**src/common/dsp_isa_pkg.sv**
```systemverilog
package dsp_isa_pkg;

	localparam int CHAN_FIELD_W = 4;
	localparam int SHIFT_W = 5;

	// Bit positions within an instruction word
	localparam int SRC_A_LSB = 0;
	localparam int SRC_B_LSB = 4;
	localparam int SRC_C_LSB = 8;
	localparam int DEST_LSB = 12;
	localparam int A_IS_REG_BIT = 16;
	localparam int B_IS_REG_BIT = 17;
	localparam int SHIFT_LSB = 18;
	localparam int SAT_DISABLE_BIT = 23;

	// Bits 24 to 31 carry nothing

	typedef logic [SHIFT_W-1:0] shift_t;

	typedef enum logic {
		SEQ_IDLE,
		SEQ_RUN
	} seq_state_e;

endpackage

```
**src/common/dsp_cfg_pkg.sv**
```systemverilog
package dsp_cfg_pkg;

	localparam int DATA_W = 16;
	localparam int N_BLOCKS_DEF = 256;
	localparam int N_CHANNELS = 16;
	localparam int CHAN_ADDR_W = $clog2(N_CHANNELS);

	// Full product plus headroom for the shift and the added operand
	localparam int FULL_W = 2 * DATA_W + 8;

	typedef logic signed [DATA_W-1:0] sample_t;
	typedef logic signed [FULL_W-1:0] wide_t;
	typedef logic [CHAN_ADDR_W-1:0] chan_addr_t;
	typedef logic [31:0] instr_t;

endpackage
```
**src/pipeline/madd_pipeline.sv**
```systemverilog
module madd_pipeline #(
	parameter int data_width = dsp_cfg_pkg::DATA_W
) (
	input logic clk,
	input logic reset,
	input logic in_valid,
	input dsp_cfg_pkg::sample_t arg_a,
	input dsp_cfg_pkg::sample_t arg_b,
	input dsp_cfg_pkg::sample_t arg_c,
	input dsp_cfg_pkg::chan_addr_t dest,
	input dsp_isa_pkg::shift_t shift,
	input logic sat_disable,
	output logic in_ready,
	output logic write_enable,
	output dsp_cfg_pkg::chan_addr_t write_addr,
	output dsp_cfg_pkg::sample_t write_val,
	output logic wb_done,
	output dsp_cfg_pkg::chan_addr_t wb_dest
);
	import dsp_cfg_pkg::*;
	import dsp_isa_pkg::*;

	localparam wide_t sat_max = (wide_t'(1) <<< (data_width - 1)) - wide_t'(1);
	localparam wide_t sat_min = -(wide_t'(1) <<< (data_width - 1));

	logic s1_valid;
	wide_t s1_product;
	sample_t s1_c;
	chan_addr_t s1_dest;
	shift_t s1_shift;
	logic s1_sat_disable;
	wide_t sum;
	wide_t clamped;

	// Write-back never stalls
	assign in_ready = 1'b1;
	assign wb_done = write_enable;
	assign wb_dest = write_addr;

	always_ff @(posedge clk) begin
		if (reset) begin
			s1_valid <= 1'b0;
			write_enable <= 1'b0;
		end else begin
			s1_valid <= in_valid;
			write_enable <= s1_valid;
		end
	end

	always_ff @(posedge clk) begin
		s1_product <= wide_t'(arg_a) * wide_t'(arg_b);
		s1_c <= arg_c;
		s1_dest <= dest;
		s1_shift <= shift;
		s1_sat_disable <= sat_disable;
	end

	always_comb begin
		sum = (s1_product >>> s1_shift) + wide_t'(s1_c);
		if (sum > sat_max) begin
			clamped = sat_max;
		end else if (sum < sat_min) begin
			clamped = sat_min;
		end else begin
			clamped = sum;
		end
	end

	always_ff @(posedge clk) begin
		write_addr <= s1_dest;
		write_val <= s1_sat_disable ? sample_t'(sum) : sample_t'(clamped);
	end

endmodule

```
**config.mk**
```make
export PLATFORM = sky130hd
export DESIGN_NAME = madd_pipeline
export DESIGN_NICKNAME = d
export VERILOG_FILES = /design/src/common/dsp_isa_pkg.sv /design/src/common/dsp_cfg_pkg.sv /design/src/pipeline/madd_pipeline.sv
export SDC_FILE = /design/constraint.sdc
export NUM_CORES = 1
export LEC_CHECK = 0
export BUFFER_PORTS_ARGS = -buffer_cell sky130_fd_sc_hd__buf_2
export CAP_MARGIN = 15
export CELL_PAD_IN_SITES_DETAIL_PLACEMENT = 2
export CELL_PAD_IN_SITES_GLOBAL_PLACEMENT = 2
export CORE_MARGIN = 2
export CORE_UTILIZATION = 40
export CTS_BUF_LIST = sky130_fd_sc_hd__clkbuf_2 sky130_fd_sc_hd__clkbuf_4 sky130_fd_sc_hd__clkbuf_8
export CTS_CLUSTER_SIZE = 28
export DETAILED_ROUTE_END_ITERATION = 16
export PLACE_DENSITY = 0.82
export SLEW_MARGIN = 15
export SYNTH_ARGS = -nofsm -noshare
export SYNTH_HDL_FRONTEND = slang
export SYNTH_SLANG_ARGS = --single-unit
```
**constraint.sdc**
```tcl
create_clock -name clk -period 8.1 [get_ports clk]
set_input_delay 0.405 -clock clk [delete_from_list [all_inputs] [get_ports clk]]
set_output_delay 0.405 -clock clk [all_outputs]
set_load 0.03 [all_outputs]
```
### Word-level counts from Yosys, hierarchy flattened

Index checks and enable logic that the tools add are counted.

* $mul: 1
* magnitude comparators: 2
* div/mod/pow operators: 0
* equality and inequality tests: 0
* bitwise logic cells: 0
* muxes and demuxes: 3
* reduce and logical (&&, ||, !) cells: 0
* shift-type cells: 1
* $add $sub $neg: 1

Operators with widths (number)
* $mux 16: 3
* $add 40x16->40: 1
* $gt 40x16->1 const B: 1
* $lt 40x16->1 const B: 1
* $sshr 32x5->40: 1
* $mul 16x16->32: 1

* memories: 0
* memory bits (read-only): 0
* latch bits: 0
* output and inout port bits: 27
* bits in writable memories: 0
* word-level logic and storage cells: 17
* bits in registers: 80
* input bits: 61

### Longest topological paths before layout

* depth in word-level cells: 6
* depth in mapped cells: 27
* mapped depth without buffers: 26

### Worst setup path after synthesis

Ideal clock, no wire load.

* kind: input port to flip-flop
* start point: in arg_a[15]
* end point: reg, netlist name s1_product[31]
* setup time: 72 ps
* arrival time: 6182 ps
* stages on the path: 22
* setup slack: 1846 ps
* cell sequence: clkbuf_1 > nand2_1 > fa_1 > inv_1 > fa_1 > inv_1 > fa_1 > fa_1 > fa_1 > fa_1 > inv_1 > ha_1 > nor2b_1 > o21ai_0 > nand2b_1 > a21oi_1 > o21ai_0 > a41o_1 > nor3_1 > o21bai_1 > a21oi_1 > xnor2_1

* cells in the longest elaborated chain, start to end: 1

RTL lines
* start, declared: line madd_pipeline.sv:7 `input dsp_cfg_pkg::sample_t arg_a,`
* $mul 16x16->32: line madd_pipeline.sv:51 `s1_product <= wide_t'(arg_a) * wide_t'(arg_b);`

Every way passes these cells.
A chain may end at the register's enable or synchronous reset.

### Worst setup path in the final report

* start point: in arg_b[4]
* end point: reg, netlist name s1_product[31]

* cells in the longest elaborated chain, start to end: 1

RTL lines
* start, declared: line madd_pipeline.sv:8 `input dsp_cfg_pkg::sample_t arg_b,`
* $mul 16x16->32: line madd_pipeline.sv:51

Every way passes these cells.

==> impl_metrics.tcl <==
set metrics [dict create \
    status "finished, final reports clean" \
    avgSynthCellArea_sq_um 8.667 \
    hold_buffers 0 \
    r2r_cells 16 \
    overflow 0 \
    post-cts-setup-buffer-count 0 \
    holdPathStages 1 \
    clk_latency_ns 0.39 \
    worstMarginPinSlew_ns 0.9767 \
    crit_path_end_kind "flop" \
    row_count 71 \
    rsz0062_at_grt "no" \
    io_pins 88 \
    antenna_found_initial 0 \
    ys_seq_elements 80 \
    synthFlopType "dfxtp_1" \
    hp-class "in2reg" \
    place.gp.congestion 0.8631 \
    synth_edf_count 0 \
    slew-limit-headroom 0.3489 \
    cp_max_fo 16 \
    grt_pass1_wl_um 78000 \
    numCtsBuffers 9 \
    hold_viol_final 0 \
    syn_inst 1745 \
    r2r-end "write_val[14]" \
    cts_tree "built" \
    synthesis.area_sq_um 15120 \
    worstSetupStartpointType "primary input" \
    yosysTopAreaCell "fa_1" \
    fin_crit_sh 0.8273 \
    drive_above_1_share 0.08047 \
    post_cts_resized 0 \
    final_core_util 0.4301 \
    min-delay-start "arg_c[15]" \
    fp.dieH_um 198.4 \
    vias 12043 \
    wl_um 48450 \
    reg2reg_setup_slack_ns 1.80 \
    cts_sinks 80 \
    critical_path_class "in2reg" \
    cts.clk_slew.worst_paths_ns 0.11 \
    portBuffers 86 \
    initial_core_util 0.4034 \
    ys_warn_count 0 \
    fmaxAchievable_ghz 0.1492 \
    ys_seq_area_frac 0.1059 \
    avgViaCountPerCell 5.264 \
    hold_end "s1_c[15]" \
    placed_cells 2272 \
    drt-initial-drc-count 535 \
    wl_per_cell_um 21.17 \
    clock-root-buffer "clkbuf_8" \
    setup_viol 0 \
    tns_ns 0 \
    diodes 0 \
    synth_fp_nets 2183 \
    final_cells 2288 \
    cp_data_required_time_ns 8.43 \
    grt_pass1_vias 14432 \
    synth_top_area_frac 0.3481 \
    fin_worst_skew_ns 0.02606 \
    finalNetCount 2210 \
    synthArstFlopShare 0 \
    synth.distinct_cells 63 \
    route.detailed.drc 0 \
    maxCapViolCount 0 \
    drtAntennaViolNets 0 \
    dieWidth_um 198.4 \
    dr.pass1.iters 5 \
    finalCriticalPeriod_ns 6.701 \
    slew_violations 0 \
    cts.htree.levels 3 \
    design.core.area_sq_um 37490 \
    grtUsageTotal 0.2584 \
    grt_max_degree 41 \
    syn2layout_area_growth_pct 6.627 \
    dp_hpwl_um 41400 \
    worstReg2RegStart "s1_shift[1]" \
    synthTopCellsByArea "fa_1 35%, dfxtp_1 11%, ha_1 9.4%" \
    clockBufferDepth 2 \
    critPathArrivalTime_ns 7.03 \
    die-area_sq_um 39380 \
]
-- worst max-delay path by stage --
| stage | from | endpoint |
|---|---|---|
| 2_1_floorplan | arg_a[15] | s1_product[31] |
| 3_3_place_gp | arg_b[6] | s1_product[30] |
| 3_5_place_dp | arg_b[4] | s1_product[31] |
| 4_1_cts | arg_b[4] | s1_product[31] |
| 5_1_grt | arg_a[15] | s1_product[31] |
| 6_report | arg_b[4] | s1_product[31] |
-- cells in the final DEF, fill, tap and decap left out, types with 3 or more instances in the layout --
| cell | count |
|---|---|
| nand4_1 | 10 |
| a211o_1 | 3 |
| nor2b_1 | 12 |
| a21o_2 | 4 |
| xor2_1 | 16 |
| clkbuf_8 | 10 |
| xnor2_1 | 44 |
| o21a_1 | 13 |
| o21bai_1 | 13 |
| nand3_1 | 14 |
| fa_1 | 263 |
| and3_1 | 3 |
| and2_1 | 112 |
| inv_1 | 349 |
| nand2_1 | 212 |
| mux2_2 | 9 |
| nor2_1 | 73 |
| mux2i_1 | 33 |
| mux4_2 | 13 |
| o21ai_1 | 3 |
| a31oi_1 | 6 |
| nor3_1 | 11 |
| o21ai_0 | 70 |
| a21o_1 | 25 |
| a21oi_1 | 92 |
| o211ai_1 | 5 |
| buf_4 | 5 |
| nand2b_1 | 14 |
| buf_2 | 86 |
| a211oi_1 | 14 |
| dfxtp_1 | 79 |
| o31a_1 | 3 |
| ha_1 | 114 |
-- worst max-delay path, stage by stage --
cell,delay (ns)
buf_2,0.30
nand2_1,0.23
fa_1,0.62
inv_1,0.08
fa_1,0.93
inv_1,0.15
fa_1,0.58
fa_1,0.46
fa_1,0.52
fa_1,0.56
inv_1,0.05
ha_1,0.36
nor2b_1,0.16
o21ai_0,0.19
nand2b_1,0.09
a21oi_1,0.24
o21ai_0,0.12
a41o_1,0.24
nor3_1,0.27
o21bai_1,0.13
a21oi_1,0.20
xnor2_1,0.14
-- synthesized netlist by cell type (all sizes together) (3+ instances only) --
cell type,instances
inv,350
buf,14
nand2b,14
xor2,17
fa,263
o21bai,13
clkbuf,61
o21a,13
o211ai,6
o21ai,73
a21oi,92
nand4,10
xnor2,44
nor2,73
a211oi,15
ha,114
and2,112
mux2i,33
nor3,11
mux4,13
and3,3
o31a,3
nand2,212
a31oi,6
nand3,14
mux2,9
dfxtp,80
a211o,3
nor2b,12
a21o,29
o2111ai,3
-- final cells by class --
cell class,count,area [sq um]
flip-flops and latches,80,1603
multi-input cells,1240,11900
repair buffers,91,467.9
inverters,350,1314
fillers,4293,21360
clock inverters,4,53.80
well taps,511,639.4
clock buffers,12,152.6
-- layer usage --
| layer | track usage | wire (um) |
|---|---|---|
| met5 | 0 | 0 |
| met3 | 0.03204 | 1786 |
| met4 | 0.07629 | 1283 |
| met1 | 0.3080 | 20100 |
| met2 | 0.4846 | 25280 |
-- per-stage QoR --
| stage | hold WS (ns) | instance area [sq um] | worst slack, ns |
|---|---|---|---|
| detailed placement | 0.3150 | 15920 | 1.003 |
| finish | 0.1011 | 16130 | 1.399 |
| global placement | 0.3109 | 15920 | 1.363 |
| global route | 0.09304 | 16130 | 1.033 |
| CTS | 0.08928 | 16130 | 1.413 |
| floorplan | 0.3096 | 15120 | 1.846 |
-- cell families (layout without fill, tap and decap cells) --
| kind of cell | count (synthesis) | in the layout | synth area share |
|---|---|---|---|
| compound gates | 273 | 273 | 0.1119 |
| xor+xnor | 61 | 61 | 0.03582 |
| fa+ha+maj | 377 | 377 | 0.4425 |
| buf+inv | 425 | 457 | 0.1076 |
| flops | 80 | 80 | 0.1059 |
| mux | 55 | 55 | 0.04790 |
| other cells | 1 | 1 | 0.0002480 |
| simple gates | 473 | 473 | 0.1482 |
-- sequential cells by signal (all words and copies together), names as in the netlist --
| register | flops |
|---|---|
| s1_product | 32 |
| s1_c | 16 |
| write_val | 16 |
| s1_shift | 5 |
| s1_dest | 4 |
| wb_dest | 4 |
| s1_sat_disable | 1 |
| s1_valid | 1 |
| wb_done | 1 |
Power is not shown: default switching activity piles up to over one toggle a cycle in this logic, so the estimate is an artifact.
