===== config.mk =====
export PLATFORM = sky130hd
export DESIGN_NAME = operand_fetch_stage
export DESIGN_NICKNAME = d
export VERILOG_FILES = /design/src/common/dsp_isa_pkg.sv /design/src/common/dsp_cfg_pkg.sv /design/src/pipeline/operand_fetch_stage.sv
export SDC_FILE = /design/constraint.sdc
export NUM_CORES = 1
export LEC_CHECK = 0
export BUFFER_PORTS_ARGS = -buffer_cell sky130_fd_sc_hd__buf_2
export CORE_MARGIN = 1
export CORE_UTILIZATION = 46
export DETAILED_ROUTE_END_ITERATION = 7
export GPL_TIMING_DRIVEN = 0
export PLACE_DENSITY = 0.89
export SYNTH_ARGS = -nofsm -noshare
export SYNTH_HDL_FRONTEND = slang
export SYNTH_SLANG_ARGS = --single-unit

===== constraint.sdc =====
create_clock -name clk -period 7.8 [get_ports clk]
set_input_delay 0.78 -clock clk [delete_from_list [all_inputs] [get_ports clk]]
set_output_delay 0.78 -clock clk [all_outputs]
set_load 0.02 [all_outputs]

===== src/common/dsp_isa_pkg.sv =====
package dsp_isa_pkg;

	localparam int CHAN_FIELD_W = 4;
	localparam int SHIFT_W = 5;

	// Bit positions within an instruction word
	localparam int SRC_A_LSB = 0;
	localparam int SRC_B_LSB = 4;
	localparam int SRC_C_LSB = 8;
	localparam int DEST_LSB = 12;
	localparam int A_IS_REG_BIT = 16;
	localparam int B_IS_REG_BIT = 17;
	localparam int SHIFT_LSB = 18;
	localparam int SAT_DISABLE_BIT = 23;

	// Bits 24 to 31 carry nothing

	typedef logic [SHIFT_W-1:0] shift_t;

	typedef enum logic {
		SEQ_IDLE,
		SEQ_RUN
	} seq_state_e;

endpackage


===== src/common/dsp_cfg_pkg.sv =====
package dsp_cfg_pkg;

	localparam int DATA_W = 16;
	localparam int N_BLOCKS_DEF = 256;
	localparam int N_CHANNELS = 16;
	localparam int CHAN_ADDR_W = $clog2(N_CHANNELS);

	// Full product plus headroom for the shift and the added operand
	localparam int FULL_W = 2 * DATA_W + 8;

	typedef logic signed [DATA_W-1:0] sample_t;
	typedef logic signed [FULL_W-1:0] wide_t;
	typedef logic [CHAN_ADDR_W-1:0] chan_addr_t;
	typedef logic [31:0] instr_t;

endpackage

===== src/pipeline/operand_fetch_stage.sv =====
module operand_fetch_stage (
	input logic clk,
	input logic reset,
	input logic in_valid,
	input dsp_cfg_pkg::chan_addr_t dec_src_a,
	input dsp_cfg_pkg::chan_addr_t dec_src_b,
	input dsp_cfg_pkg::chan_addr_t dec_src_c,
	input dsp_cfg_pkg::chan_addr_t dec_dest,
	input logic dec_a_is_reg,
	input logic dec_b_is_reg,
	input dsp_isa_pkg::shift_t dec_shift,
	input logic dec_sat_disable,
	input dsp_cfg_pkg::sample_t dec_register_0,
	input dsp_cfg_pkg::sample_t dec_register_1,
	input dsp_cfg_pkg::sample_t read_a,
	input dsp_cfg_pkg::sample_t read_b,
	input dsp_cfg_pkg::sample_t read_c,
	input logic out_ready,
	input logic wb_done,
	input dsp_cfg_pkg::chan_addr_t wb_dest,
	output logic in_ready,
	output dsp_cfg_pkg::chan_addr_t read_addr_a,
	output dsp_cfg_pkg::chan_addr_t read_addr_b,
	output dsp_cfg_pkg::chan_addr_t read_addr_c,
	output logic out_valid,
	output dsp_cfg_pkg::sample_t arg_a,
	output dsp_cfg_pkg::sample_t arg_b,
	output dsp_cfg_pkg::sample_t arg_c,
	output dsp_cfg_pkg::chan_addr_t dest,
	output dsp_isa_pkg::shift_t shift,
	output logic sat_disable
);
	import dsp_cfg_pkg::*;

	logic [N_CHANNELS-1:0] pending;
	logic [N_CHANNELS-1:0] set_mask;
	logic [N_CHANNELS-1:0] clear_mask;
	logic hazard;
	logic capture;

	assign read_addr_a = dec_src_a;
	assign read_addr_b = dec_src_b;
	assign read_addr_c = dec_src_c;

	// A pending dest also stalls, since one pending bit cannot count two writers
	assign hazard = (pending[dec_src_a] && !dec_a_is_reg)
		|| (pending[dec_src_b] && !dec_b_is_reg)
		|| pending[dec_src_c]
		|| pending[dec_dest];
	assign in_ready = !hazard && (!out_valid || out_ready);
	assign capture = in_valid && in_ready;

	assign set_mask = capture ? (N_CHANNELS'(1) << dec_dest) : '0;
	assign clear_mask = wb_done ? (N_CHANNELS'(1) << wb_dest) : '0;

	always_ff @(posedge clk) begin
		if (reset) begin
			out_valid <= 1'b0;
			pending <= '0;
		end else begin
			pending <= (pending & ~clear_mask) | set_mask;
			if (capture) begin
				out_valid <= 1'b1;
			end else if (out_ready) begin
				out_valid <= 1'b0;
			end
		end
	end

	always_ff @(posedge clk) begin
		if (capture) begin
			arg_a <= dec_a_is_reg ? dec_register_0 : read_a;
			arg_b <= dec_b_is_reg ? dec_register_1 : read_b;
			arg_c <= read_c;
			dest <= dec_dest;
			shift <= dec_shift;
			sat_disable <= dec_sat_disable;
		end
	end

endmodule


### Yosys cells after proc, flatten, opt, wreduce, memory -nomap -nowiden

Index checks and enable logic that the tools add are counted.

| word-level totals | value |
|---|---|
| bits in registers | 75 |
| input port bits | 113 |
| output and inout port bits | 72 |
| word-level logic and storage cells | 44 |

| cells by class | value |
|---|---|
| $lt $le $gt $ge | 4 |
| shift operators | 2 |
| muxes and demuxes | 14 |
| bitwise gates (word level) | 3 |
| reductions and logical operators | 13 |

Operator list:

| cell | count |
|---|---|
| $mux W16 | 4 |
| $shl A1 B4 Y16 const A | 2 |
| $lt A4 B5 Y1 const B | 4 |
| $and A16 B16 Y16 | 1 |
| $bmux W1 S4 | 4 |
| $not A16 Y16 | 1 |
| $or A16 B16 Y16 | 1 |
| $mux W1 | 6 |
| $logic_and A1 B1 Y1 | 4 |
| $logic_not A1 Y1 | 4 |
| $logic_or A1 B1 Y1 | 4 |
| $reduce_bool A2 Y1 | 1 |

### Depth between registers and ports, before layout

| depth | value |
|---|---|
| depth in word-level cells | 11 |
| depth in mapped cells | 8 |
| mapped depth without buffers | 5 |

### Worst setup path after synthesis

Ideal clock, no wire load.

| path | value |
|---|---|
| path type | input to register |
| start | input port dec_dest[0] |
| end | register arg_a[0] (enable) |
| library setup time | 545 ps |
| arrival time | 6500 ps |
| data required time | 7255 ps |
| setup slack | 755 ps |
| stages | 7 |
| buffers on the path | 2 |
| path through | clkbuf_1 -> mux4_2 -> a32o_1 -> a31oi_1 -> o211ai_1 -> buf_2 -> nor3_1 |

| on the way | value |
|---|---|
| cells in the longest elaborated chain, start to end | 6 |

RTL lines:

| element | RTL line | RTL |
|---|---|---|
| from (decl) | operand_fetch_stage.sv:8 | `input dsp_cfg_pkg::chan_addr_t dec_dest,` |
| $bmux W1 S4 | operand_fetch_stage.sv:49 | `\|\| pending[dec_dest];` |
| $mux W1 (implied by the code) | operand_fetch_stage.sv:49 |  |
| $logic_or A1 B1 Y1 | operand_fetch_stage.sv:49 |  |
| $logic_not A1 Y1 | operand_fetch_stage.sv:50 | `assign in_ready = !hazard && (!out_valid \|\| out_ready);` |
| $logic_and A1 B1 Y1 | operand_fetch_stage.sv:50 |  |
| $logic_and A1 B1 Y1 | operand_fetch_stage.sv:51 | `assign capture = in_valid && in_ready;` |
| named net capture | operand_fetch_stage.sv:39 | `logic capture;` |
| to (signal assigned) | operand_fetch_stage.sv:72 | `arg_a <= dec_a_is_reg ? dec_register_0 : read_a;` |
| to (decl) | operand_fetch_stage.sv:26 | `output dsp_cfg_pkg::sample_t arg_a,` |

The timed path passes the listed nets, and every way through them passes these cells. The select of a mux whose other input is x is not followed.
A chain may end at the register's enable or synchronous reset.

### Worst setup path after layout

| path | value |
|---|---|
| start | input port dec_dest[0] |
| end | output port in_ready |

| on the way | value |
|---|---|
| cells in the longest elaborated chain, start to end | 5 |

RTL lines:

| element | RTL line | RTL |
|---|---|---|
| $bmux W1 S4 | operand_fetch_stage.sv:49 |  |
| $mux W1 (implied by the code) | operand_fetch_stage.sv:49 |  |
| $logic_or A1 B1 Y1 | operand_fetch_stage.sv:49 |  |
| $logic_not A1 Y1 | operand_fetch_stage.sv:50 |  |
| $logic_and A1 B1 Y1 | operand_fetch_stage.sv:50 |  |
| to (decl) | operand_fetch_stage.sv:21 | `output logic in_ready,` |

Every way passes these cells. The select of a mux whose other input is x is not followed.

==> impl_metrics.toml <==
[final_layout]
nNetsFinal = 563
multi_input_area_um2 = 1400
areaGrowthSynthToFinish_pct = 35.7
fin_area_um2 = 4960
n_fill_cell = 613
drive_gt1_share_pct = 58.5
seq_area_um2 = 2080
num_antenna_cells = 0
fin_util_pct = 64.2

[hold_path]
hold_path.class = "register to register"
min_to = "out_valid$_SDFFE_PP0P_"
hold_path.startpoint = "out_valid$_SDFFE_PP0P_"
hold_depth = 2

[route]
viasPerCell = 5.33
ant_nets = 0
drt_iter0_drc = 140
drc = 0
wl_um = 10100
wl_per_cell_um = 18.0
wl_met3_um = 544
vias = 2971
top_layer = "met4"
met2_length_um = 5420
detail_route.first_pass.iterations = 4
wl_met1_um = 3790

[critical_path]
r2r_start = "pending[2]$_SDFF_PP0_"
critical_path_class = "primary input to output port"
r2r_slack_ns = 4.41
worstPathArrival_ns = 3.28
rr_worst_depth = 9
reg2reg_to = "arg_a[1]$_DFFE_PP_"
cpPeakStageDelay_ns = 0.56
cp_cell_sequence = "buf_2, clkbuf_1, mux4_2, a32o_1, a31oi_1, o211ai_1, buf_2, nor2_1, buf_2"
required_ns = 7.02
critPathLaunchType = "primary input"
critPathCaptureType = "output port"
crit_top_cell = "buf_2"
path_delay_family = "buffers and inverters"
crit_path_max_fanout = 10
crit_buf_inv = 4
slowest_stage = "mux4_2"

[clock_tree]
numCtsBuffers = 9
cts_sinks = 75
insertion_delay_ns = 0.35
cts_resized = 0
postCtsHoldBufs = 0
cts_setup_buffers = 0
cts_buffer_depth = 2
htreeDepth = 3
cts_tree = "built"
cts-root-buf = "clkbuf_8"
clk_pin_slew_worst_paths_ns = 0.08

[floorplan]
die-width_um = 91.2
rows = 32
die_h_um = 91.2
coreArea_um2 = 7730
start_util_pct = 47.3
io_pins = 185
dieArea_um2 = 8310

[grt]
grt_remaining_overflow = 0
grt_start_max_net_pins = 15
grt_pass1_vias = 2904
track_usage_pct = 24.9
antenna_found_initial = 0
grt_pass1_wl_um = 15400

[placement]
hpwl_um = 8000
placed_cell_area_um2 = 4750
io_buffers = 180
place_congestion = 0.936
pre_cts_ws_ns = 3.56

[outcome]
outcome = "finished, final reports clean"

[synth]
postSynthNetCount = 367
synthFlopType = "edfxtp_1"
syn_avg_cell_area_um2 = 14.4
ys_seq_elements = 75
ys_seq_area_share_pct = 56.9
ys_types = 37
ys_warn_count = 0
synth_enable_flop_cells = 58
synthCells = 254
async_flop_share_pct = 0
syn-cell-area_um2 = 3660

[timing]
slew_headroom_pct = 42.4
fmax_mhz = 246
worst_clock_skew_ns = 0.00799
finalSetupViolCount = 0
max_slew.worst_pin.slew_ns = 0.861
fin_crit_sh_pct = 52.0
grt_setup_unrepaired = "false"
finalMaxSlewViolations = 0
setup_tns_ns = 0
hold_viol_final = 0
finalCriticalPeriod_ns = 4.06
setup_ws_ns = 3.74

[power_and_ir_drop]
leakage_nw = 2.09
peakVddDrop_mv = 0.0980
power_density_nw_per_um2 = 199

[flow_run]
maxCapViolCount = 0
==> cell families after synthesis <==
kind of cell / Yosys count / synth area share, %
muxes: 54 / 20.8
AOI/OAI and AO/OA: 38 / 9.41
and+or+nand+nor: 58 / 7.97
DFF: 75 / 56.9
buffers and inverters: 29 / 4.89
==> through the flow <==
stage	power, W	instances	hold slack, ns
2_1_floorplan	0.000590	254	0.470
3_3_place_gp	0.000660	536	0.485
3_5_place_dp	0.000669	541	0.490
6_report	0.000990	557	0.513
5_1_grt	0.00102	557	0.548
4_1_cts	0.000992	557	0.507
==> worst register-to-register path: cells and delay by family, from the launching register on <==
family,cells,cell delay (ns)
muxes,2,1.00
buffers and inverters,5,0.92
AOI/OAI and AO/OA,1,0.38
DFF,1,0.38
and+or+nand+nor,1,0.42
==> flip-flops by register name, indices dropped and copies added (netlist names) <==
register,count
dest,4
arg_c,16
sat_disable,1
pending,16
arg_a,16
out_valid,1
arg_b,16
shift,5
==> report_power, final <==
group / internal (W) / switching [W]
sequential: 0.000466 / 0.00000964
clock: 0.000181 / 0.000150
combinational: 0.0000760 / 0.000107
==> worst max-delay path by stage <==
stage	depth (start not counted)	startpoint	to	slack, ns
after global routing	9	dec_dest[0]	in_ready	3.56
after global placement	8	dec_dest[0]	arg_a[0]$_DFFE_PP_	-1.03
after detailed placement	11	dec_dest[0]	arg_a[14]$_DFFE_PP_	3.56
after CTS	9	dec_dest[0]	in_ready	3.75
after floorplan	7	dec_dest[0]	arg_a[0]$_DFFE_PP_	0.76
final	9	dec_dest[0]	in_ready	3.74
==> metal layers <==
layer / GRT usage, % / up-vias
li1: - / 1387
met1: 28.4 / 1420
met2: 44.9 / 139
met3: 4.27 / 25
met4: 11.9 / 0
met5: 0 / -
==> synth_stat cells (all sizes together) (2+ instances only) <==
cell type / number / area share [%]
o211ai: 10 / 2.1
mux2: 34 / 10
buf: 17 / 3.7
nand3b: 3 / 0.62
nor3b: 4 / 0.82
clkbuf: 8 / 0.82
dfxtp: 17 / 9.3
o311ai: 3 / 0.72
nor3: 4 / 0.55
edfxtp: 58 / 48
nand2b: 6 / 1.0
and3: 2 / 0.34
nor2: 7 / 0.72
nand3: 8 / 1.1
o31ai: 17 / 4.8
inv: 3 / 0.31
nor2b: 3 / 0.51
mux4: 13 / 8.4
mux2i: 7 / 1.9
nand2: 20 / 2.1
==> cells in the final DEF, fill, tap and decap left out, types with 3 or more instances in the layout <==
master / count
nor3b_1: 4
clkbuf_8: 9
edfxtp_1: 58
o31ai_1: 9
mux2_2: 34
dfxtp_1: 17
buf_6: 6
o31ai_2: 7
buf_2: 181
buf_4: 12
nand2b_1: 6
nor2b_1: 3
clkbuf_1: 9
mux2i_1: 7
nor3_1: 3
inv_1: 3
o211ai_1: 10
nand3_1: 8
mux4_2: 9
nand2_1: 20
nand3b_1: 3
o311ai_0: 3
nor2_1: 7
mux4_1: 4
==> cell type report <==
class / instances / share of cell area (%)
buffer: 25 / 3.30
tap: 102 / 2.57
timing repair buffer: 185 / 19.3
inverter: 4 / 0.302
multi-input combinational: 150 / 28.2
sequential: 75 / 41.9
clock inverter: 6 / 1.79
clock buffer: 10 / 2.57
(Power assumes the default switching activity.)
