**src/common/dsp_cfg_pkg.sv**
```systemverilog
package dsp_cfg_pkg;

	localparam int DATA_W = 16;
	localparam int N_BLOCKS_DEF = 256;
	localparam int N_CHANNELS = 16;
	localparam int CHAN_ADDR_W = $clog2(N_CHANNELS);

	// Full product plus headroom for the shift and the added operand
	localparam int FULL_W = 2 * DATA_W + 8;

	typedef logic signed [DATA_W-1:0] sample_t;
	typedef logic signed [FULL_W-1:0] wide_t;
	typedef logic [CHAN_ADDR_W-1:0] chan_addr_t;
	typedef logic [31:0] instr_t;

endpackage
```
**src/rtl/channel_file.sv**
```systemverilog
module channel_file (
	input logic clk,
	input logic reset,
	input logic clear,
	input logic tick,
	input dsp_cfg_pkg::sample_t sample_in,
	input dsp_cfg_pkg::chan_addr_t read_addr_a,
	input dsp_cfg_pkg::chan_addr_t read_addr_b,
	input dsp_cfg_pkg::chan_addr_t read_addr_c,
	input logic write_enable,
	input dsp_cfg_pkg::chan_addr_t write_addr,
	input dsp_cfg_pkg::sample_t write_val,
	output dsp_cfg_pkg::sample_t read_a,
	output dsp_cfg_pkg::sample_t read_b,
	output dsp_cfg_pkg::sample_t read_c,
	output dsp_cfg_pkg::sample_t sample_out
);
	import dsp_cfg_pkg::*;

	sample_t channels [N_CHANNELS];

	assign read_a = channels[read_addr_a];
	assign read_b = channels[read_addr_b];
	assign read_c = channels[read_addr_c];

	always_ff @(posedge clk) begin
		if (reset || clear) begin
			for (int i = 0; i < N_CHANNELS; i++) begin
				channels[i] <= '0;
			end
		end else begin
			if (write_enable) begin
				channels[write_addr] <= write_val;
			end
			// Sample exchange wins over a write-back to channel 0
			if (tick) begin
				channels[0] <= sample_in;
			end
		end
	end

	always_ff @(posedge clk) begin
		if (reset) begin
			sample_out <= '0;
		end else if (tick) begin
			sample_out <= channels[0];
		end
	end

endmodule

```
**config.mk**
```make
export PLATFORM = sky130hd
export DESIGN_NAME = channel_file
export DESIGN_NICKNAME = d
export VERILOG_FILES = /design/src/common/dsp_cfg_pkg.sv /design/src/rtl/channel_file.sv
export SDC_FILE = /design/constraint.sdc
export NUM_CORES = 1
export LEC_CHECK = 0
export BUFFER_PORTS_ARGS = -buffer_cell sky130_fd_sc_hd__buf_2
export CAP_MARGIN = 20
export CORE_ASPECT_RATIO = 1.5
export CORE_MARGIN = 3
export CORE_UTILIZATION = 35
export DETAILED_ROUTE_END_ITERATION = 8
export GPL_ROUTABILITY_DRIVEN = 0
export PLACE_DENSITY = 0.53
export SLEW_MARGIN = 25
export SYNTH_ARGS = -nofsm -noshare
export SYNTH_HDL_FRONTEND = slang
export SYNTH_SLANG_ARGS = --single-unit
```
**constraint.sdc**
```tcl
create_clock -name clk -period 5.2 [get_ports clk]
set_input_delay 1.04 -clock clk [delete_from_list [all_inputs] [get_ports clk]]
set_output_delay 1.04 -clock clk [all_outputs]
set_load 0.01 [all_outputs]
```
# Word-level counts from Yosys, hierarchy flattened
# Memory sizes are Yosys's and may differ from the RTL's. A register that Yosys moved wholly into a read port is not among the register bits.
# Cells that the tools add are included.
op_classes:
  n_lt_le_gt_ge: 0
  n_mul: 0
  shifts: 0
  bitwise_logic: 4
  eq_ne: 1
  addsub: 0
  div: 0
  reduce_logical: 2
  muxes: 12
ops:
  columns: ["operator", "n"]
  rows:
  - ["16-bit 2-to-1 mux", 2]
  - ["16-bit OR reduction", 1]
  - ["1-bit 2-to-1 mux", 9]
  - ["4-bit equality test (second input constant)", 1]
  - ["4-bit 2-to-1 mux", 1]
  - ["1-bit bitwise AND", 2]
  - ["1-bit logical OR", 1]
  - ["1-bit NOT", 1]
  - ["1-bit OR", 1]
totals:
  elab_cells: 20
  mem_count: 1
  input_bits: 53
  latch_bits: 0
  ramBits: 256
  reg_bits: 0
  romBits: 0
memory_table:
  columns: ["memory", "depth", "word_bits", "rd", "rd_ports_with_merged_regs", "write_ports", "line", "text"]
  rows:
  - ["channels", 16, 16, 4, 1, 16, "channel_file.sv:20", "sample_t channels [N_CHANNELS];"]

# Longest topological paths before layout
# Gate-level depths: netlist (run 1).
logic_depth:
  word_depth: 8
  depth_mapped: 7
  ltp_nobuf: 3

# Worst setup path after synthesis (run 1)
# OpenSTA, ideal clock, no wires.
synth_path:
  kind: "in2reg"
  from: "input reset"
  to: "memory channels[12][0] (netlist bit) (enable)"
  cell_stages: 6
  setup_slack_ns: 1.814
  setup_ns: 0.411
  t_arrival_ns: 2.975
  required_time_ns: 4.789
  path_buffers: 3
  cell_sequence: "buf_2 -> nor2_1 -> buf_4 -> nand4_1 -> buf_2 -> o21ai_0"
synth_lines:
  columns: ["element", "line", "text"]
  rows:
  - ["start, declared", "channel_file.sv:3", "input logic reset,"]
  - ["end, declared", "channel_file.sv:20", null]

# Worst setup path in the final report (run 1)
layout_path:
  from: "input read_addr_a[0]"
  to: "output read_a[12]"
layout_via:
  elab_chain_cells: 1
layout_lines:
  columns: ["element", "line", "text"]
  rows:
  - ["start, declared", "channel_file.sv:7", "input dsp_cfg_pkg::chan_addr_t read_addr_a,"]
  - ["memory read 16 x 16 bit", null, null]
  - ["end, declared", "channel_file.sv:13", "output dsp_cfg_pkg::sample_t read_a,"]
# No other way between the ends.

==> key figures, run 1 <==
STA
  • Worst-Margin Slew: about 1.1 ns
  • RSZ-0062 raised after global routing: no
  • Slew headroom: between 20 and 30%
  • Max Clk Rate: between 0.2 and 0.3 GHz
  • Final Critical Period: slightly below 4 ns
  • Final TNS setup: 0 ns
  • Final Skew: 0.006414 ns
  • Finish-stage setup viols: 0
  • Max-slew violations: 0
  • Part of the cycle the worst path needs: 75.57%
  • Final Hold Vio Count: 0

Floorplan
  • I/O pin count: approximately 120
  • Die area: approximately 48000 sq um
  • Die Y: 266.6 um
  • Starting Density: 35.75%
  • Die Wd: between 150 and 200 um
  • Core Region: ~44000 sq um
  • Site row count: 94

GRT
  • Vias in the first global route: 11324
  • First-pass GRT wire length: between 70 and 80 mm
  • Initial antenna violation count: 1
  • Global-route usage over all layers: approximately 22%
  • Total global routing overflow: 0
  • Largest net degree at the start of global routing: 53

Worst setup path
  • R2R setup slack: approximately 4.3 ns
  • Reg2reg end: sample_out[10]$_SDFFE_PP0P_
  • Critical Path AT: between 2 and 3 ns
  • Crit path capture: read_a[12]
  • CP top delay family: buffers and inverters
  • Critical Path Stages: 6
  • Setup crit end kind: primary output
  • CP Class: input pin to primary output
  • CP max-delay cell: mux4_1
  • CP peak stage delay: ~0.60 ns
  • Startpoint Class: input pin
  • Critical path, cell by cell: buf_4, buf_12, mux4_1, a22oi_1, nand2_1, buf_2
  • Critical Path RT: about 4.2 ns
  • Worst Path Buf+Inv: 3
  • R2R depth: 2
  • Critical path fanouts, max: 36
  • Reg2reg start: channels[0][10]$_DFFE_PP_
  • Crit path launch: read_addr_a[0]

Logic synthesis
  • Synth area leader: edfxtp_1
  • Synth warnings: 0
  • Synthesized net count: 1167
  • Yosys cell types: 30
  • Synthesized cell area: 15850 sq um
  • Share of the synthesized area in the top cell type: between 40% and 50%
  • Synth area leaders: edfxtp_1 (49%), mux4_2 (21%), mux4_1 (7.1%), nor2_1 (6.2%), a22oi_1 (4.5%)
  • Sequential element share of the synthesized area: between 50% and 60%
  • Avg Cell Area, Syn: around 14 sq um
  • Yosys reg bits: approximately 270
  • Mapped Cells: ~1100

Route
  • Routed WL: approximately 54 mm
  • Final ANT Viol Nets: 0
  • Iter 0 DRT Violations: about 1000
  • Initial DRT Pass Iterations: 5
  • Vias/cell: 6.120
  • DRC Markers: 0
  • DR WL/cell: approximately 30 um
  • Via Count: approximately 11000

Clock tree
  • Max clock buf depth: 3
  • CTS Hold Bufs: 0
  • H-tree levels: 1
  • CTS tree: yes
  • Cts repair resizes: 0
  • Clock tree sinks: 272
  • Clk Latency, worst-skew pair: 0.57 ns
  • Post-CTS setup buffers: 0
  • TritonCTS buffer count: 28
  • Clock transition at the registers of the reported paths: roughly 0.060 ns
  • Root Buffer Master: clkbuf_16

Cells and area
  • Most common cell after layout, fill and taps aside: nor2_1
  • Share of layout cells above drive strength 1: between 30% and 40%
  • # nets final: about 1300
  • Area growth, synth to finish: 13.92%
  • Most frequent cells in the layout: nor2_1 (259), edfxtp_1 (256), mux4_2 (146)
  • Final Util: approximately 40%
  • Fillcell total: about 4100

Power and ir drop
  • Tot Pwr: 5623 uW
  • P per Cell Area: 311.4 nW/um^2
  • Leak Pwr: 0.006605 uW
  • Max IR drop VDD: approximately 0.22 mV

Placement
  • Port Buf Inserts: 116
  • HPWL Detailed: 36.02 mm

Min path
  • Class of the most critical hold timing path: flip-flop to flip-flop

Job
  • Maxcap violations: 0

Status
  • Status: finished, final reports clean
## layer usage
layer  track usage (%)  part of all wire, %
met3             3.885                  8.4
met5                 0                0.018
met4             9.582                  4.6
met1             26.52                   36
met2             39.00                   51
## sequential cells by signal, summed over array words and instances (netlist names)
name / count
channels: 256
sample_out: 16
## power breakdown
group	internal, uW	total [uW]	switching, uW
combinational	350	806	456
sequential	2510	2600	89.1
clock	1340	2220	881
total	4200	5620	1430
## final cells by class
| cell class | instances | area, sq um | area share [%] |
|---|---|---|---|
| diodes | 1 | 2.502 | 0.01386 |
| clock buffers | 38 | 769.5 | 4.262 |
| clock inverters | 14 | 230.2 | 1.275 |
| multi-input cells | 734 | 7296 | 40.41 |
| flip-flops and latches | 272 | 8008 | 44.35 |
| well taps | 576 | 720.7 | 3.991 |
| repair buffers | 166 | 1030 | 5.703 |
## stage by stage
stage	area (sq um)	setup WS [ns]	std cells	hold WS [ns]
after detailed placement	17040	1.226	1747	0.4783
final	18060	1.270	1801	0.4947
after floorplan	15850	1.814	1114	0.5066
after CTS	18040	1.224	1799	0.4958
after global routing	18050	1.128	1800	0.5202
after global placement	17040	1.229	1747	0.4715
## worst min-delay path by stage
stage	startpoint	end	slack, ns	cells after the start
floorplan	channels[0][15]$_DFFE_PP_	sample_out[15]$_SDFFE_PP0P_	0.51	2
global placement	sample_out[10]$_SDFFE_PP0P_	sample_out[10]$_SDFFE_PP0P_	0.47	2
detailed placement	sample_out[3]$_SDFFE_PP0P_	sample_out[3]$_SDFFE_PP0P_	0.48	2
CTS	sample_out[3]$_SDFFE_PP0P_	sample_out[3]$_SDFFE_PP0P_	0.50	2
global route	sample_out[4]$_SDFFE_PP0P_	sample_out[4]$_SDFFE_PP0P_	0.52	2
finish	sample_out[3]$_SDFFE_PP0P_	sample_out[3]$_SDFFE_PP0P_	0.49	2
## cell usage after synthesis
master and n:
nand2_1 114, edfxtp_1 256, nand3_1 2, and2_0 1, mux4_2 146, buf_4 10, nand3b_1 2, buf_2 21
nor2b_1 9, a22oi_1 96, mux4_4 3, nor2_1 261, or2_2 1, clkbuf_4 1, a32o_1 16, mux4_1 43
nor3_1 1, buf_6 16, o21ai_0 15, mux2i_1 16, clkbuf_1 47, buf_1 4, dlymetal6s2s_1 1, clkbuf_8 7
dfxtp_1 16, nand4_1 1, nor4bb_1 1, nand2b_1 2, and2_1 4, clkbuf_2 1
## tightest hold or removal path, stage by stage (launching register included)
cell	delay, ns
dfxtp_1	0.32
mux2i_1	0.06
nor2_1	0.07
## kinds of logic after synthesis
kind of cell / share of synthesized area, %
and+or+nand+nor: 9.844
DFF: 50.52
muxes: 29.36
AOI/OAI and AO/OA: 6.031
buffers and inverters: 4.247
No activity file was read; power rests on OpenSTA's default activity.
==> run 2: changes to the inputs <==
--- a/config.mk
+++ b/config.mk
@@ -12,7 +12,7 @@
 export CORE_UTILIZATION = 35
 export DETAILED_ROUTE_END_ITERATION = 8
 export GPL_ROUTABILITY_DRIVEN = 0
-export PLACE_DENSITY = 0.53
+export PLACE_DENSITY = 0.55
 export SLEW_MARGIN = 25
 export SYNTH_ARGS = -nofsm -noshare
 export SYNTH_HDL_FRONTEND = slang
==> constraint.sdc (replaced) <==
create_clock -name clk -period 3.2 [get_ports clk]
set_input_delay 0.64 -clock clk [delete_from_list [all_inputs] [get_ports clk]]
set_output_delay 0.64 -clock clk [all_outputs]
set_load 0.01 [all_outputs]
==> key figures, run 2 (synthesized netlist as in run 1, its figures left out) <==
Status
  • Status: finished, final reports clean (unchanged)

Route
  • Vias/cell: 6.024 (was 6.120)
  • DR WL/cell: 29.43 um (was 30.10 um)
  • Iter 0 DRT Violations: 1239 (was 1026)
  • DRC Markers: 0 (unchanged)
  • Routed WL: 53.56 mm (was 54.21 mm)
  • Initial DRT Pass Iterations: 5 (unchanged)
  • Final ANT Viol Nets: 0 (unchanged)
  • Via Count: 10964 (was 11023)

Power and ir drop
  • Max IR drop VDD: 0.4136 mV (was 0.2154 mV)
  • Leak Pwr: 0.006729 uW (was 0.006605 uW)
  • P per Cell Area: 489.8 nW/um^2 (was 311.4 nW/um^2)

Job
  • Maxcap violations: 0 (unchanged)

Cells and area
  • Share of layout cells above drive strength 1: 32.42% (was 31.05%)
  • Area growth, synth to finish: 15.05% (was 13.92%)
  • Largest Register: channels (unchanged)
  • # nets final: 1276 (was 1255)
  • Most common cell after layout, fill and taps aside: nor2_1 (unchanged)
  • Final Util: 41.13% (was 40.72%)
  • Post-route cell area: 18240 sq um (was 18060 sq um)
  • Max reg flops: 256 (unchanged)
  • Most frequent cells in the layout: nor2_1 (259), edfxtp_1 (256), mux4_2 (146) (unchanged)
  • Regs by FF count: channels x256, sample_out x16 (unchanged)
  • Fillcell total: 4059 (was 4074)

Worst setup path
  • Crit path launch: read_addr_a[0] (unchanged)
  • Critical Path AT: 2.26 ns (was 2.89 ns)
  • Critical path, cell by cell: buf_4, buf_12, mux4_1, a22oi_1, nand2_1, buf_2 (unchanged)
  • Setup crit end kind: primary output (unchanged)
  • Reg2reg start: channels[0][1]$_DFFE_PP_ (was channels[0][10]$_DFFE_PP_)
  • CP Class: input pin to primary output (unchanged)
  • Critical Path RT: 2.56 ns (was 4.16 ns)
  • Reg2reg end: sample_out[1]$_SDFFE_PP0P_ (was sample_out[10]$_SDFFE_PP0P_)
  • CP max-delay cell: mux4_1 (unchanged)
  • Startpoint Class: input pin (unchanged)
  • R2R depth: 2 (unchanged)
  • R2R setup slack: 2.32 ns (was 4.31 ns)
  • Crit path capture: read_a[8] (was read_a[12])
  • CP peak stage delay: 0.62 ns (was 0.60 ns)
  • Critical path fanouts, max: 22 (was 36)

Clock tree
  • Clock tree sinks: 272 (unchanged)
  • Root Buffer Master: clkbuf_16 (unchanged)
  • H-tree levels: 1 (unchanged)
  • Cts repair resizes: 0 (unchanged)
  • TritonCTS buffer count: 26 (was 28)
  • Clock transition at the registers of the reported paths: 0.06 ns (about the same)
  • Clk Latency, worst-skew pair: 0.56 ns (was 0.57 ns)
  • Post-CTS setup buffers: 0 (unchanged)
  • Max clock buf depth: 3 (unchanged)
  • CTS Hold Bufs: 0 (unchanged)
  • CTS tree: yes (unchanged)

GRT
  • First-pass GRT wire length: 76.66 mm (was 77.47 mm)
  • Vias in the first global route: 11397 (was 11324)
  • Global-route usage over all layers: 21.72% (was 22.04%)
  • Initial antenna violation count: 0 (was 1)
  • Total global routing overflow: 0 (unchanged)
  • Largest net degree at the start of global routing: 49 (was 53)

STA
  • Worst-Margin Slew: 0.8300 ns (was 1.077 ns)
  • RSZ-0062 raised after global routing: no (unchanged)
  • Final Skew: 0.01381 ns (was 0.006414 ns)
  • Final TNS setup: 0 ns (unchanged)
  • Max Clk Rate: ~0.34 GHz
  • Final Critical Period: between 2 and 3 ns
  • Final Hold Vio Count: 0 (unchanged)
  • Part of the cycle the worst path needs: approximately 91%
  • Finish-stage setup viols: 0 (unchanged)
  • Max-slew violations: 0 (unchanged)
  • Slew headroom: 44.67% (was 27.95%)

Min path
  • Class of the most critical hold timing path: input pin to flip-flop (was flip-flop to flip-flop)
  • Hold Path Origin: sample_in[12] (was sample_out[3]$_SDFFE_PP0P_)

Floorplan
  • Die Y: 266.6 um (unchanged)
  • Die Wd: 179.8 um (unchanged)
  • Site row count: 94 (unchanged)
  • Die area: 47930 sq um (unchanged)
  • Starting Density: 35.75% (unchanged)
  • Core Region: 44340 sq um (unchanged)
  • I/O pin count: 117 (unchanged)

Placement
  • HPWL Detailed: 37.91 mm (was 36.02 mm)
  • Port Buf Inserts: 116 (unchanged)
  • Placed cell area: 17310 sq um (was 17040 sq um)
run 2: through the flow:
step / hold slack, ns / power [uW] / worst slack [ns] / instances
after detailed placement: 0.4780 / 5646 / 0.3121 / 1771
after floorplan: 0.5066 / 5073 / 0.2141 / 1114
after global placement: 0.4717 / 5624 / 0.3006 / 1771
after CTS: 0.3525 / 8979 / 0.3118 / 1819
final: 0.3694 / 8932 / 0.3006 / 1820
after global routing: 0.3628 / 9185 / 0.2207 / 1819
run 2: critical path, delay by kind of cell:
family	cells	cell delay, ns
AO/OA/AOI/OAI	1	0.24
buffers and inverters	3	0.59
multiplexers	1	0.62
AND/OR/NAND/NOR	1	0.12
run 2: worst min-delay path by stage:
stage | to | slack [ns] | cells after the start
3_5_place_dp | sample_out[5]$_SDFFE_PP0P_ | 0.48 | 2
4_1_cts | channels[0][10]$_DFFE_PP_ | 0.35 | 2
2_1_floorplan | sample_out[15]$_SDFFE_PP0P_ | 0.51 | 2
3_3_place_gp | sample_out[10]$_SDFFE_PP0P_ | 0.47 | 2
5_1_grt | channels[0][11]$_DFFE_PP_ | 0.36 | 2
6_report | channels[0][12]$_DFFE_PP_ | 0.37 | 2
run 2: cell type report:
cell class	count	area, sq um	share of cell area, %
clock inverter	20	244.0	1.338
multi-input combinational	734	7258	39.80
antenna	1	2.502	0.01372
timing repair buffer	189	1324	7.259
sequential	272	8008	43.91
clock buffer	28	679.4	3.726
tap	576	720.7	3.952
run 2: power by group:
group | leakage [uW] | switching, uW | internal [uW]
combinational | 0.00335 | 738 | 601
sequential | 0.00293 | 150 | 4080
clock | 0.000454 | 1410 | 1950
total | 0.00673 | 2300 | 6630
run 2: metal layers:
| metal | wire [um] | GRT usage, % |
|---|---|---|
| met4 | 2124 | 8.138 |
| met2 | 28700 | 41.09 |
| met1 | 19010 | 25.21 |
| met3 | 3718 | 2.536 |
| met5 | 0 | 0 |
==> run 3: changes to the inputs <==
--- a/config.mk
+++ b/config.mk
@@ -9,10 +9,10 @@
 export CAP_MARGIN = 20
 export CORE_ASPECT_RATIO = 1.5
 export CORE_MARGIN = 3
-export CORE_UTILIZATION = 35
+export CORE_UTILIZATION = 55
 export DETAILED_ROUTE_END_ITERATION = 8
 export GPL_ROUTABILITY_DRIVEN = 0
-export PLACE_DENSITY = 0.55
+export PLACE_DENSITY = 0.79
 export SLEW_MARGIN = 25
 export SYNTH_ARGS = -nofsm -noshare
 export SYNTH_HDL_FRONTEND = slang
==> key figures, run 3 (synthesized netlist as in run 1, its figures left out) <==
Power and ir drop
  • Max IR drop VDD: 0.5234 mV (was 0.4136 mV)
  • P per Cell Area: 490.5 nW/um^2 (was 489.8 nW/um^2)
  • Leak Pwr: 0.006642 uW (was 0.006729 uW)

GRT
  • Total global routing overflow: 0 (unchanged)
  • Largest net degree at the start of global routing: 41 (was 49)
  • Vias in the first global route: 11984 (was 11397)
  • Initial antenna violation count: 0 (unchanged)
  • First-pass GRT wire length: 73.74 mm (was 76.66 mm)
  • Global-route usage over all layers: 32.48% (was 21.72%)

Clock tree
  • Cts repair resizes: 0 (unchanged)
  • TritonCTS buffer count: 26 (unchanged)
  • CTS Hold Bufs: 0 (unchanged)
  • Clk Latency, worst-skew pair: 0.55 ns (was 0.56 ns)
  • Post-CTS setup buffers: 0 (unchanged)
  • H-tree levels: 1 (unchanged)
  • Root Buffer Master: clkbuf_16 (unchanged)
  • Max clock buf depth: 3 (unchanged)
  • Clock transition at the registers of the reported paths: 0.06 ns (about the same)
  • Clock tree sinks: 272 (unchanged)
  • CTS tree: yes (unchanged)

Worst setup path
  • CP top delay family: multiplexers (unchanged)
  • CP Class: input pin to primary output (unchanged)
  • Setup crit end kind: primary output (unchanged)
  • Critical Path AT: 2.33 ns (was 2.26 ns)
  • Startpoint Class: input pin (unchanged)
  • Worst Path Buf+Inv: 3 (unchanged)
  • CP peak stage delay: 0.59 ns (was 0.62 ns)
  • Critical path fanouts, max: 24 (was 22)
  • Critical path, cell by cell: buf_4, buf_12, mux4_1, a22oi_1, nand2_1, buf_2 (unchanged)
  • Critical Path RT: 2.56 ns (about the same)
  • CP max-delay cell: mux4_1 (unchanged)

Cells and area
  • Post-route cell area: 17840 sq um (was 18240 sq um)
  • N_diodes: 0 (was 1)
  • Most frequent cells in the layout: nor2_1 (259), edfxtp_1 (256), mux4_2 (146) (unchanged)
  • Largest Register: channels (unchanged)
  • Most common cell after layout, fill and taps aside: nor2_1 (unchanged)
  • Finished Layout Cells: 1583 (was 1820)
  • # nets final: 1271 (was 1276)
  • Regs by FF count: channels x256, sample_out x16 (unchanged)
  • Max reg flops: 256 (unchanged)
  • Share of layout cells above drive strength 1: 32.26% (was 32.42%)
  • Area growth, synth to finish: 12.53% (was 15.05%)

STA
  • Worst-Margin Slew: 1.019 ns (was 0.8300 ns)
  • Max-slew violations: 0 (unchanged)
  • Part of the cycle the worst path needs: 92.80% (was 90.61%)
  • Final Hold Vio Count: 0 (unchanged)
  • Slew headroom: 32.04% (was 44.67%)
  • Final TNS setup: 0 ns (unchanged)
  • RSZ-0062 raised after global routing: no (unchanged)
  • Max Clk Rate: 0.3367 GHz (was 0.3449 GHz)
  • Final Critical Period: 2.970 ns (was 2.899 ns)
  • Finish-stage setup viols: 0 (unchanged)
  • Tightest hold margin: 0.3811 ns (was 0.3694 ns)
  • Final Skew: 0.006489 ns (was 0.01381 ns)

Route
  • Final ANT Viol Nets: 0 (unchanged)
  • DR WL/cell: 31.71 um (was 29.43 um)
  • Via Count: 11618 (was 10964)
  • Routed WL: 50.20 mm (was 53.56 mm)
  • Iter 0 DRT Violations: 1753 (was 1239)
  • Initial DRT Pass Iterations: 8 (was 5)
  • DRC Markers: 0 (unchanged)
  • Vias/cell: 7.339 (was 6.024)

Floorplan
  • Core Region: 28150 sq um (was 44340 sq um)
  • Die Wd: 144.6 um (was 179.8 um)
  • Die Y: 213.9 um (was 266.6 um)
  • I/O pin count: 117 (unchanged)
  • Site row count: 75 (was 94)
  • Die area: 30930 sq um (was 47930 sq um)
  • Starting Density: 56.30% (was 35.75%)

Placement
  • Port Buf Inserts: 116 (unchanged)
  • Placed cell area: 16960 sq um (was 17310 sq um)
  • DP Cell Count: 1536 (was 1771)
  • HPWL Detailed: 32.24 mm (was 37.91 mm)

Min path
  • Class of the most critical hold timing path: input pin to flip-flop (unchanged)

Job
  • Maxcap violations: 0 (unchanged)

Status
  • Status: finished, final reports clean (unchanged)
-- run 3: cell types whose count changed in the layout (fill, tap and decap cells not counted), moves of 2 or more --
cell        previous run  this run
buf_12                15        13
clkinvlp_4             1         9
bufinv_16              5         3
inv_6                  2         0
buf_4                 61        58
clkinv_4               2         0
-- run 3: worst paths after layout --
kind                                    from                    endpoint  slack (ns)  cells past startpoint
setup / recovery              read_addr_a[0]                   read_a[5]        0.23                      6
hold / removal                 sample_in[14]   channels[0][14]$_DFFE_PP_        0.38                      2
setup reg to reg    channels[0][9]$_DFFE_PP_  sample_out[9]$_SDFFE_PP0P_        2.33                      2
hold reg to reg   sample_out[0]$_SDFFE_PP0P_  sample_out[0]$_SDFFE_PP0P_        0.49                      2
-- run 3: power by group --
group	leakage, uW	total, uW	internal (uW)	switching (uW)
Clock	0.000403	3190	1790	1410
Combinational	0.00331	1320	593	728
Sequential	0.00293	4230	4080	155
-- run 3: cell type report --
| class | instances | area [sq um] |
|---|---|---|
| Fill cell | 2004 | 10320 |
| Multi-Input combinational cell | 734 | 7258 |
| Clock buffer | 27 | 675.6 |
| Timing Repair Buffer | 184 | 1261 |
| Tap cell | 346 | 432.9 |
| Sequential cell | 272 | 8008 |
| Clock inverter | 20 | 200.2 |
-- run 3: through the flow --
stage	utilization, %	total power [uW]	setup WS (ns)
final	63.36	8749	0.2304
after global routing	63.36	8961	0.1635
after CTS	63.36	8710	0.2601
after detailed placement	60.24	5587	0.2617
after global placement	60.24	5543	0.2760
after floorplan	-	5073	0.2141
-- run 3: metal layers --
metal  up-vias  GRT usage (%)  part of all wire (%)  wire length (um)
li1       4642              -                     -                 -
met1      5682          39.67                    30             15210
met5         -              0                     0                 0
met2      1038          52.98                    50             24990
met4         0          17.61                   6.5              3284
met3       256          7.883                    13              6721
